[src/sdram_params.svh]
`ifndef SDRAM_PARAMS_SVH
`define SDRAM_PARAMS_SVH

// ----------------------------------------------------------
// burst shape, also programmed into the mode register
// ----------------------------------------------------------
`define SDRAM_BURST_LEN 4 // words per READ, power of two

`define SDRAM_CAS_LAT 2 // READ to first word on dq

// ----------------------------------------------------------
// timing in S_CLK cycles, shortened for simulation
// ----------------------------------------------------------
`define SDRAM_REF_PERIOD 200 // between refresh requests

`define SDRAM_INIT_WAIT 20 // power-up NOPs

`define SDRAM_TRP 1 // NOPs after a row precharge

`define SDRAM_TRFC 3 // NOPs after each AREF

`endif

[src/sdram_cmd_pkg.sv]
package sdram_cmd_pkg;

	// ----------------------------------------------------------
	// pin-level commands as {cs_n, ras_n, cas_n, we_n}
	// ----------------------------------------------------------
	typedef enum logic [3:0] {
		MRS  = 4'b0000,
		AREF = 4'b0001,
		PREC = 4'b0010,
		ACT  = 4'b0011,
		READ = 4'b0101,
		NOP  = 4'b0111
	} cmd_e;

	// address pins as seen by READ and PREC
	typedef struct packed {
		logic       a11;  // unused
		logic       a10;  // precharge all on PREC
		logic [1:0] a9_8; // unused
		logic [7:0] col;
	} col_addr_t;

	// ACT and MRS take the whole word as a row or mode value
	typedef union packed {
		logic [11:0] row;
		col_addr_t   colv;
	} addr_u;

	typedef struct packed {
		cmd_e  cmd;
		addr_u addr;
	} cmd_bus_t;

	localparam cmd_bus_t CMD_IDLE = {NOP, 12'h000};

	localparam cmd_bus_t CMD_PREC_ALL = {PREC, 12'h400}; // a10 set

endpackage

[src/sdram_req_pkg.sv]
package sdram_req_pkg;

	// user read request, one strobe per request
	typedef struct packed {
		logic [11:0] row;
		logic [7:0]  col;     // first column, burst aligned
		logic [5:0]  nbursts; // READ commands in this request
	} rd_req_t;

	// one returned word per valid cycle
	typedef struct packed {
		logic        valid;
		logic [15:0] data;
	} rd_data_t;

	// owner of the command bus
	typedef enum logic [1:0] {
		G_INIT,
		G_IDLE,
		G_AREF,
		G_READ
	} grant_e;

endpackage

[src/sdram_arbiter.sv]
module sdram_arbiter (
	input  logic                    S_CLK,
	input  logic                    RST_N,
	input  logic                    init_done_pulse,
	input  logic                    rd_req,
	input  logic                    aref_pend,
	input  logic                    aref_done,
	input  logic                    rd_yield,
	input  logic                    rd_done,
	input  sdram_cmd_pkg::cmd_bus_t init_cmd,
	input  sdram_cmd_pkg::cmd_bus_t aref_cmd,
	input  sdram_cmd_pkg::cmd_bus_t read_cmd,
	output logic                    aref_start,
	output logic                    read_start,
	output logic                    init_done,
	output sdram_cmd_pkg::cmd_bus_t sdram
);

	sdram_req_pkg::grant_e   grant;
	logic                    rd_pend; // request parked behind a refresh
	logic                    resume;  // read yielded with bursts left
	sdram_cmd_pkg::cmd_bus_t cmd_sel;

	always_comb begin
		case (grant)
			sdram_req_pkg::G_INIT: cmd_sel = init_cmd;
			sdram_req_pkg::G_AREF: cmd_sel = aref_cmd;
			sdram_req_pkg::G_READ: cmd_sel = read_cmd;
			default:               cmd_sel = sdram_cmd_pkg::CMD_IDLE;
		endcase
	end

	// ----------------------------------------------------------
	// grant FSM, idle is the only decision point
	// ----------------------------------------------------------
	always_ff @(posedge S_CLK or negedge RST_N) begin
		if (!RST_N) begin
			grant      <= sdram_req_pkg::G_INIT;
			rd_pend    <= 1'b0;
			resume     <= 1'b0;
			aref_start <= 1'b0;
			read_start <= 1'b0;
			init_done  <= 1'b0;
			sdram      <= sdram_cmd_pkg::CMD_IDLE;
		end else begin
			aref_start <= 1'b0;
			read_start <= 1'b0;
			sdram      <= cmd_sel; // pins lag the engines by one cycle
			case (grant)
				sdram_req_pkg::G_INIT: begin
					if (init_done_pulse) begin
						grant     <= sdram_req_pkg::G_IDLE;
						init_done <= 1'b1;
					end
				end
				sdram_req_pkg::G_IDLE: begin
					if (aref_pend) begin
						grant      <= sdram_req_pkg::G_AREF;
						aref_start <= 1'b1;
						rd_pend    <= rd_pend | (rd_req & ~resume);
					end else if (rd_req || rd_pend || resume) begin
						grant      <= sdram_req_pkg::G_READ;
						read_start <= 1'b1;
						rd_pend    <= 1'b0;
						resume     <= 1'b0;
					end
				end
				sdram_req_pkg::G_AREF: begin
					rd_pend <= rd_pend | (rd_req & ~resume);
					if (aref_done)
						grant <= sdram_req_pkg::G_IDLE;
				end
				sdram_req_pkg::G_READ: begin
					if (rd_yield) begin
						grant  <= sdram_req_pkg::G_IDLE;
						resume <= 1'b1;
					end else if (rd_done) begin
						grant <= sdram_req_pkg::G_IDLE;
					end
				end
			endcase
		end
	end

endmodule

[src/sdram_aref.sv]
`include "sdram_params.svh"

module sdram_aref (
	input  logic                    S_CLK,
	input  logic                    RST_N,
	input  logic                    enable,
	input  logic                    start,
	output logic                    pend,
	output logic                    done,
	output sdram_cmd_pkg::cmd_bus_t cmd
);

	localparam int TW = $clog2(`SDRAM_REF_PERIOD);
	localparam int FW = $clog2(`SDRAM_TRFC + 1);

	typedef enum logic [1:0] {A_IDLE, A_AREF, A_RFC} aref_e;

	aref_e         state;
	logic [TW-1:0] tmr;     // refresh interval
	logic [FW-1:0] rfc_cnt;
	logic          expire;

	assign expire = enable && (tmr == TW'(`SDRAM_REF_PERIOD - 1));

	// ----------------------------------------------------------
	// interval timer, keeps running while a refresh waits
	// ----------------------------------------------------------
	always_ff @(posedge S_CLK or negedge RST_N) begin
		if (!RST_N) begin
			tmr  <= '0;
			pend <= 1'b0;
		end else begin
			if (!enable || expire)
				tmr <= '0;
			else
				tmr <= tmr + 1'b1;
			if (expire)
				pend <= 1'b1;
			else if (start)
				pend <= 1'b0; // AREF goes out next cycle
		end
	end

	always_ff @(posedge S_CLK or negedge RST_N) begin
		if (!RST_N) begin
			state   <= A_IDLE;
			rfc_cnt <= '0;
		end else begin
			case (state)
				A_IDLE: if (start) state <= A_AREF;
				A_AREF: begin
					state   <= A_RFC;
					rfc_cnt <= '0;
				end
				default: begin
					if (done)
						state <= A_IDLE;
					else
						rfc_cnt <= rfc_cnt + 1'b1;
				end
			endcase
		end
	end

	assign done = (state == A_RFC) && (rfc_cnt == FW'(`SDRAM_TRFC - 1));

	always_comb begin
		cmd = sdram_cmd_pkg::CMD_IDLE;
		if (state == A_AREF)
			cmd.cmd = sdram_cmd_pkg::AREF;
	end

endmodule

[src/sdram_ctrl_top.sv]
module sdram_ctrl_top (
	input  logic                    S_CLK,
	input  logic                    RST_N,
	input  logic                    rd_req,
	input  sdram_req_pkg::rd_req_t  rd_info,
	input  logic [15:0]             dq,
	output sdram_cmd_pkg::cmd_bus_t sdram,
	output sdram_req_pkg::rd_data_t rd_out,
	output logic                    rd_done,
	output logic                    init_done
);

	sdram_cmd_pkg::cmd_bus_t init_cmd;
	sdram_cmd_pkg::cmd_bus_t aref_cmd;
	sdram_cmd_pkg::cmd_bus_t read_cmd;
	logic                    init_done_pulse;
	logic                    aref_start;
	logic                    aref_pend;
	logic                    aref_done;
	logic                    read_start;
	logic                    read_yield;

	sdram_init u_init (
		.S_CLK (S_CLK),
		.RST_N (RST_N),
		.cmd   (init_cmd),
		.done  (init_done_pulse)
	);

	sdram_aref u_aref (
		.S_CLK  (S_CLK),
		.RST_N  (RST_N),
		.enable (init_done),
		.start  (aref_start),
		.pend   (aref_pend),
		.done   (aref_done),
		.cmd    (aref_cmd)
	);

	sdram_read u_read (
		.S_CLK     (S_CLK),
		.RST_N     (RST_N),
		.start     (read_start),
		.req       (rd_info),
		.aref_pend (aref_pend),
		.dq        (dq),
		.cmd       (read_cmd),
		.yield     (read_yield),
		.done      (rd_done),
		.rd_out    (rd_out)
	);

	sdram_arbiter u_arbiter (
		.S_CLK           (S_CLK),
		.RST_N           (RST_N),
		.init_done_pulse (init_done_pulse),
		.rd_req          (rd_req),
		.aref_pend       (aref_pend),
		.aref_done       (aref_done),
		.rd_yield        (read_yield),
		.rd_done         (rd_done),
		.init_cmd        (init_cmd),
		.aref_cmd        (aref_cmd),
		.read_cmd        (read_cmd),
		.aref_start      (aref_start),
		.read_start      (read_start),
		.init_done       (init_done),
		.sdram           (sdram)
	);

endmodule

[src/sdram_init.sv]
`include "sdram_params.svh"

module sdram_init (
	input  logic                    S_CLK,
	input  logic                    RST_N,
	output sdram_cmd_pkg::cmd_bus_t cmd,
	output logic                    done
);

	localparam int CW = $clog2(`SDRAM_INIT_WAIT + 1);

	// A6:A4 cas latency, A3 sequential, A2:A0 burst length code
	localparam logic [11:0] MODE_WORD = {5'b00000, 3'(`SDRAM_CAS_LAT), 1'b0,
		3'($clog2(`SDRAM_BURST_LEN))};

	typedef enum logic [2:0] {I_WAIT, I_PREC, I_AREF, I_RFC, I_MRS, I_END} init_e;

	init_e         state;
	logic [CW-1:0] cnt;
	logic          second; // second refresh under way

	always_ff @(posedge S_CLK or negedge RST_N) begin
		if (!RST_N) begin
			state  <= I_WAIT;
			cnt    <= '0;
			second <= 1'b0;
			done   <= 1'b0;
		end else begin
			done <= (state == I_MRS); // one cycle, lines up with MRS on the pins
			case (state)
				I_WAIT: begin
					if (cnt == CW'(`SDRAM_INIT_WAIT - 1)) begin
						state <= I_PREC;
						cnt   <= '0;
					end else begin
						cnt <= cnt + 1'b1;
					end
				end
				I_PREC: state <= I_AREF;
				I_AREF: begin
					state <= I_RFC;
					cnt   <= '0;
				end
				I_RFC: begin
					if (cnt == CW'(`SDRAM_TRFC - 1)) begin
						state  <= second ? I_MRS : I_AREF;
						second <= 1'b1;
					end else begin
						cnt <= cnt + 1'b1;
					end
				end
				default: state <= I_END; // MRS and after, parked for good
			endcase
		end
	end

	always_comb begin
		cmd = sdram_cmd_pkg::CMD_IDLE;
		case (state)
			I_PREC: cmd = sdram_cmd_pkg::CMD_PREC_ALL;
			I_AREF: cmd.cmd = sdram_cmd_pkg::AREF;
			I_MRS: begin
				cmd.cmd      = sdram_cmd_pkg::MRS;
				cmd.addr.row = MODE_WORD;
			end
			default: cmd = sdram_cmd_pkg::CMD_IDLE;
		endcase
	end

endmodule

[src/sdram_read.sv]
`include "sdram_params.svh"

module sdram_read (
	input  logic                    S_CLK,
	input  logic                    RST_N,
	input  logic                    start,
	input  sdram_req_pkg::rd_req_t  req,
	input  logic                    aref_pend,
	input  logic [15:0]             dq,
	output sdram_cmd_pkg::cmd_bus_t cmd,
	output logic                    yield,
	output logic                    done,
	output sdram_req_pkg::rd_data_t rd_out
);

	localparam logic [3:0] CAS_LAST   = 4'(`SDRAM_CAS_LAT - 1);
	localparam logic [3:0] BURST_LAST = 4'(`SDRAM_BURST_LEN - 1);
	localparam logic [3:0] TRP_LAST   = 4'(`SDRAM_TRP - 1);
	localparam logic [7:0] COL_STEP   = 8'(`SDRAM_BURST_LEN);
	localparam logic [7:0] COL_LAST   = 8'(256 - `SDRAM_BURST_LEN);

	typedef enum logic [2:0] {
		S_IDLE, S_ACT, S_READ, S_CAS, S_BURST, S_PREC, S_TRP
	} rd_state_e;

	rd_state_e              state;
	logic [3:0]             cnt;         // cas, burst and trp waits
	logic [11:0]            row_cnt;
	logic [7:0]             col_cnt;
	logic [5:0]             bursts_left; // nonzero while idle means yielded
	logic                   end_yield;   // this PREC hands over to refresh
	logic                   end_done;    // this PREC ends the request
	sdram_req_pkg::rd_req_t req_q;
	logic                   rd_vld;
	logic [15:0]            rd_word;

	// rd_info is only valid with its strobe, a zero burst count is no request
	always_ff @(posedge S_CLK) begin
		if (state == S_IDLE && bursts_left == '0 && req.nbursts != '0)
			req_q <= req;
	end

	// ----------------------------------------------------------
	// command sequencing
	// ----------------------------------------------------------
	always_ff @(posedge S_CLK or negedge RST_N) begin
		if (!RST_N) begin
			state       <= S_IDLE;
			cnt         <= '0;
			row_cnt     <= '0;
			col_cnt     <= '0;
			bursts_left <= '0;
			end_yield   <= 1'b0;
			end_done    <= 1'b0;
			yield       <= 1'b0;
			done        <= 1'b0;
		end else begin
			yield <= 1'b0;
			done  <= 1'b0;
			case (state)
				S_IDLE: begin
					if (start) begin
						state     <= S_ACT;
						end_yield <= 1'b0;
						end_done  <= 1'b0;
						if (bursts_left == '0) begin // fresh, else resume where we left
							row_cnt     <= req_q.row;
							col_cnt     <= req_q.col & ~(COL_STEP - 8'd1);
							bursts_left <= req_q.nbursts;
						end
					end
				end
				S_ACT: state <= S_READ;
				S_READ: begin
					state       <= S_CAS;
					cnt         <= '0;
					bursts_left <= bursts_left - 6'd1;
				end
				S_CAS: begin
					if (cnt == CAS_LAST) begin
						state <= S_BURST;
						cnt   <= '0;
					end else begin
						cnt <= cnt + 4'd1;
					end
				end
				S_BURST: begin
					if (cnt == BURST_LAST) begin
						cnt     <= '0;
						col_cnt <= col_cnt + COL_STEP; // wraps to 0 on the last column
						if (col_cnt == COL_LAST)
							row_cnt <= row_cnt + 12'd1;
						if (bursts_left == '0) begin
							state    <= S_PREC;
							end_done <= 1'b1;
						end else if (aref_pend) begin
							state     <= S_PREC;
							end_yield <= 1'b1;
						end else if (col_cnt == COL_LAST) begin
							state <= S_PREC; // row crossing
						end else begin
							state <= S_READ;
						end
					end else begin
						cnt <= cnt + 4'd1;
					end
				end
				S_PREC: begin
					yield <= end_yield; // high while PREC is on the pins
					done  <= end_done;
					cnt   <= '0;
					state <= (end_yield || end_done) ? S_IDLE : S_TRP;
				end
				S_TRP: begin
					if (cnt == TRP_LAST)
						state <= S_ACT;
					else
						cnt <= cnt + 4'd1;
				end
				default: state <= S_IDLE;
			endcase
		end
	end

	always_comb begin
		cmd = sdram_cmd_pkg::CMD_IDLE;
		case (state)
			S_ACT: begin
				cmd.cmd      = sdram_cmd_pkg::ACT;
				cmd.addr.row = row_cnt;
			end
			S_READ: begin
				cmd.cmd           = sdram_cmd_pkg::READ;
				cmd.addr.colv.col = col_cnt; // a10 low, no auto precharge
			end
			S_PREC:  cmd = sdram_cmd_pkg::CMD_PREC_ALL;
			default: cmd = sdram_cmd_pkg::CMD_IDLE;
		endcase
	end

	// ----------------------------------------------------------
	// data capture
	// ----------------------------------------------------------
	// the arbiter adds one cycle to READ, so burst cycles match dq word for word
	always_ff @(posedge S_CLK or negedge RST_N) begin
		if (!RST_N)
			rd_vld <= 1'b0;
		else
			rd_vld <= (state == S_BURST);
	end

	always_ff @(posedge S_CLK) begin
		rd_word <= dq;
	end

	assign rd_out = '{valid: rd_vld, data: rd_word};

endmodule

[config.mk]
export PLATFORM = sky130hd
export DESIGN_NAME = sdram_ctrl_top
export DESIGN_NICKNAME = d
export VERILOG_FILES = /design/src/sdram_cmd_pkg.sv /design/src/sdram_req_pkg.sv /design/src/sdram_arbiter.sv /design/src/sdram_aref.sv /design/src/sdram_ctrl_top.sv /design/src/sdram_init.sv /design/src/sdram_read.sv
export VERILOG_INCLUDE_DIRS = /design/src
export SDC_FILE = /design/constraint.sdc
export NUM_CORES = 1
export LEC_CHECK = 0
export BUFFER_PORTS_ARGS = -buffer_cell sky130_fd_sc_hd__buf_4
export CORE_MARGIN = 2
export CORE_UTILIZATION = 45
export CTS_CLUSTER_SIZE = 24
export DETAILED_ROUTE_END_ITERATION = 8
export PLACE_DENSITY = 0.68
export SETUP_SLACK_MARGIN = 0.2
export SKIP_CTS_REPAIR_TIMING = 1
export SYNTH_ARGS = -nofsm -noshare
export SYNTH_HDL_FRONTEND = slang
export SYNTH_SLANG_ARGS = --single-unit
[constraint.sdc]
create_clock -name S_CLK -period 4.44 [get_ports S_CLK]
set_clock_uncertainty 0.2 [all_clocks]
set_input_delay 0.222 -clock S_CLK [delete_from_list [all_inputs] [get_ports S_CLK]]
set_output_delay 0.222 -clock S_CLK [all_outputs]
set_load 0.05 [all_outputs]
==> impl_metrics.json <==
{
  "status": "completed",
  "grt_pass1_wl_um": 19900,
  "initial_utilization_pct": 45.8,
  "finalCriticalPeriod_ns": 2.71,
  "fin_crit_sh_pct": 60.9,
  "tns_ns": 0,
  "first_pass_iters": 5,
  "grt_setup_unrepaired": "no",
  "synth_seq_cells": 121,
  "grt_antenna_before_repair": 0,
  "synth_nets": 560,
  "synth_area_leaders": "dfrtp_1 (36%), edfxtp_1 (13%), dfxtp_1 (5.9%), ha_1 (3.4%), o21ai_0 (2.8%)",
  "cts_tree": "built",
  "finalHoldViolations": 0,
  "maxCapViolations": 0,
  "num_antenna_cells": 0,
  "syn_avg_cell_area_um2": 10.9,
  "clk_pin_slew_ns": 0.06,
  "setup_ws_ns": 1.73,
  "synth-seq-area-share_pct": 56.3,
  "vdd_drop_max_uv": 390,
  "power.density_nw_per_um2": 545,
  "yosys_warnings": 0,
  "worstSkewPairLatency_ns": 0.42,
  "grt_pass1_vias": 4164,
  "synthArstFlopShare_pct": 66.9,
  "cts.path.max_buffers": 2,
  "cts_sinks": 121,
  "synth_common_cells": "dfrtp_1 (78), nor2_1 (32), nand2_1 (30), o21ai_0 (30), inv_1 (29)",
  "ant_nets": 0,
  "dieArea_um2": 13000,
  "max_slew_margin_pct": 30.4,
  "yosysTopAreaCell": "dfrtp_1",
  "htreeDepth": 4,
  "synth_area_um2": 5460,
  "fin_nets": 675,
  "fin_area_um2": 7070,
  "area_growth_pct": 29.5,
  "vias": 4336,
  "post_dp_cell_area_um2": 6110,
  "synth.top_cell.area_share_pct": 35.8,
  "finalWirelength_um": 12600,
  "crit_type": "flop to flop",
  "min_path_type": "flop to flop",
  "synth_edf_count": 24,
  "drive_gt1_share_pct": 19.6,
  "fin_util_pct": 59.3,
  "synth_flop_cell": "dfrtp_1",
  "leakage_nw": 3.08,
  "gp_congestion": 0.874,
  "synthCells": 500,
  "cp_max_fo": 26,
  "drt-initial-drc-count": 338,
  "fmax_mhz": 370,
  "worstSetupEndpointType": "flop",
  "row_count": 40,
  "grt_max_degree": 82,
  "gr-usage-all-layers_pct": 19.5,
  "tightest_slew_ns": 1.04,
  "viasPerCell": 5.59,
  "critPathArrivalTime_ns": 2.85,
  "multi_input_area_um2": 2150,
  "synth_cell_types": 76,
  "register_area_um2": 3070,
  "die-height_um": 114,
  "drv_slew": 0,
  "grt_overflow": 0,
  "start_kind": "flop",
  "n_fill_cell": 943,
  "dp_hpwl_um": 8100,
  "ios": 80,
  "cts_buffers": 17,
  "coreArea_um2": 11900,
  "cp.required_ns": 4.59,
  "die_w_um": 114,
  "yosysMostFrequentCell": "dfrtp_1",
  "port_buffers": 76,
  "drc": 0,
  "dp_slack_ns": 1.77,
  "wl_per_cell_um": 16.3,
  "setup_violations": 0,
  "cts-root-buf": "clkbuf_16"
}
[logic make-up after synthesis]
logic type | share of synthesized area (%)
XOR/XNOR | 1.28
multiplexers | 0.780
AO/OA/AOI/OAI | 17.7
AND/OR/NAND/NOR | 16.1
buffers and inverters | 4.36
adder cells (fa/ha/maj) | 3.44
other | 0.0687
flip-flops | 56.3
[layer usage]
layer  wire, µm  global-route usage [%]
met1       5710                    26.1
met5          0                       0
met2       6000                    29.6
met3        713                    5.88
met4        200                    7.97
[path summary, 6_finish.rpt]
check / from / endpoint / slack [ns] / cells past startpoint
max in group asynchronous: RST_N / u_read.row_cnt[7] / 3.04 / 2
worst min-delay path: u_arbiter.aref_start / u_aref.pend / 0.25 / 1
min in group asynchronous: RST_N / u_aref.tmr[6] / 0.34 / 2
worst min register to register: u_arbiter.aref_start / u_aref.pend / 0.25 / 1
worst max-delay path: u_read.state[2] / u_read.col_cnt[2] / 1.73 / 5
worst max register to register: u_read.state[2] / u_read.col_cnt[2] / 1.73 / 5
[layout by cell type (no fill, tap or decap), types with 15 or more instances in the layout]
master	Yosys	layout
ha_1	15	15
inv_1	29	29
nand2_1	30	30
buf_4	4	77
dfrtp_1	78	78
edfxtp_1	24	24
dfxtp_1	16	16
nor2_1	32	32
dlygate4sd3_1	0	42
o21ai_0	30	30
clkbuf_16	0	17
nand3_1	23	23
a21oi_1	18	18
[flip-flops by register name, summed over array words and instances (netlist names), 2 cells and up]
signal,cells
u_init.cnt,5
u_read.req_q,24
u_arbiter.sdram,15
u_init.state,3
u_arbiter.grant,2
u_read.state,3
u_read.cnt,4
u_read.bursts_left,6
u_read.rd_word,16
u_aref.state,2
u_aref.rfc_cnt,2
u_read.row_cnt,12
u_aref.tmr,8
u_read.col_cnt,6
[through the flow]
stage | instances | hold WS (ns) | power (mW)
after floorplan | 500 | -0.274 | 2.27
after global placement | 701 | 0.126 | 2.54
after detailed placement | 701 | 0.128 | 2.57
after CTS | 733 | -0.312 | 3.83
after global routing | 775 | 0.234 | 4.05
final | 775 | 0.246 | 3.85
[worst max-delay path, stage by stage, from the launching register on]
cell,delay (ns)
dfrtp_1,0.88
or3b_1,0.72
clkinv_4,0.29
nor2_1,0.06
or4_1,0.39
o21ai_1,0.08
[power breakdown]
group	internal, mW	switching [mW]
clock	0.760	0.494
sequential	1.33	0.264
combinational	0.397	0.608
[layout make-up]
class,count,share of cell area (%)
inverter,31,1.72
timing repair buffer,119,14.1
tap,147,2.60
sequential,121,43.5
clock inverter,13,1.50
multi-input combinational,325,30.5
clock buffer,19,6.13
(Power assumes the default switching activity.)
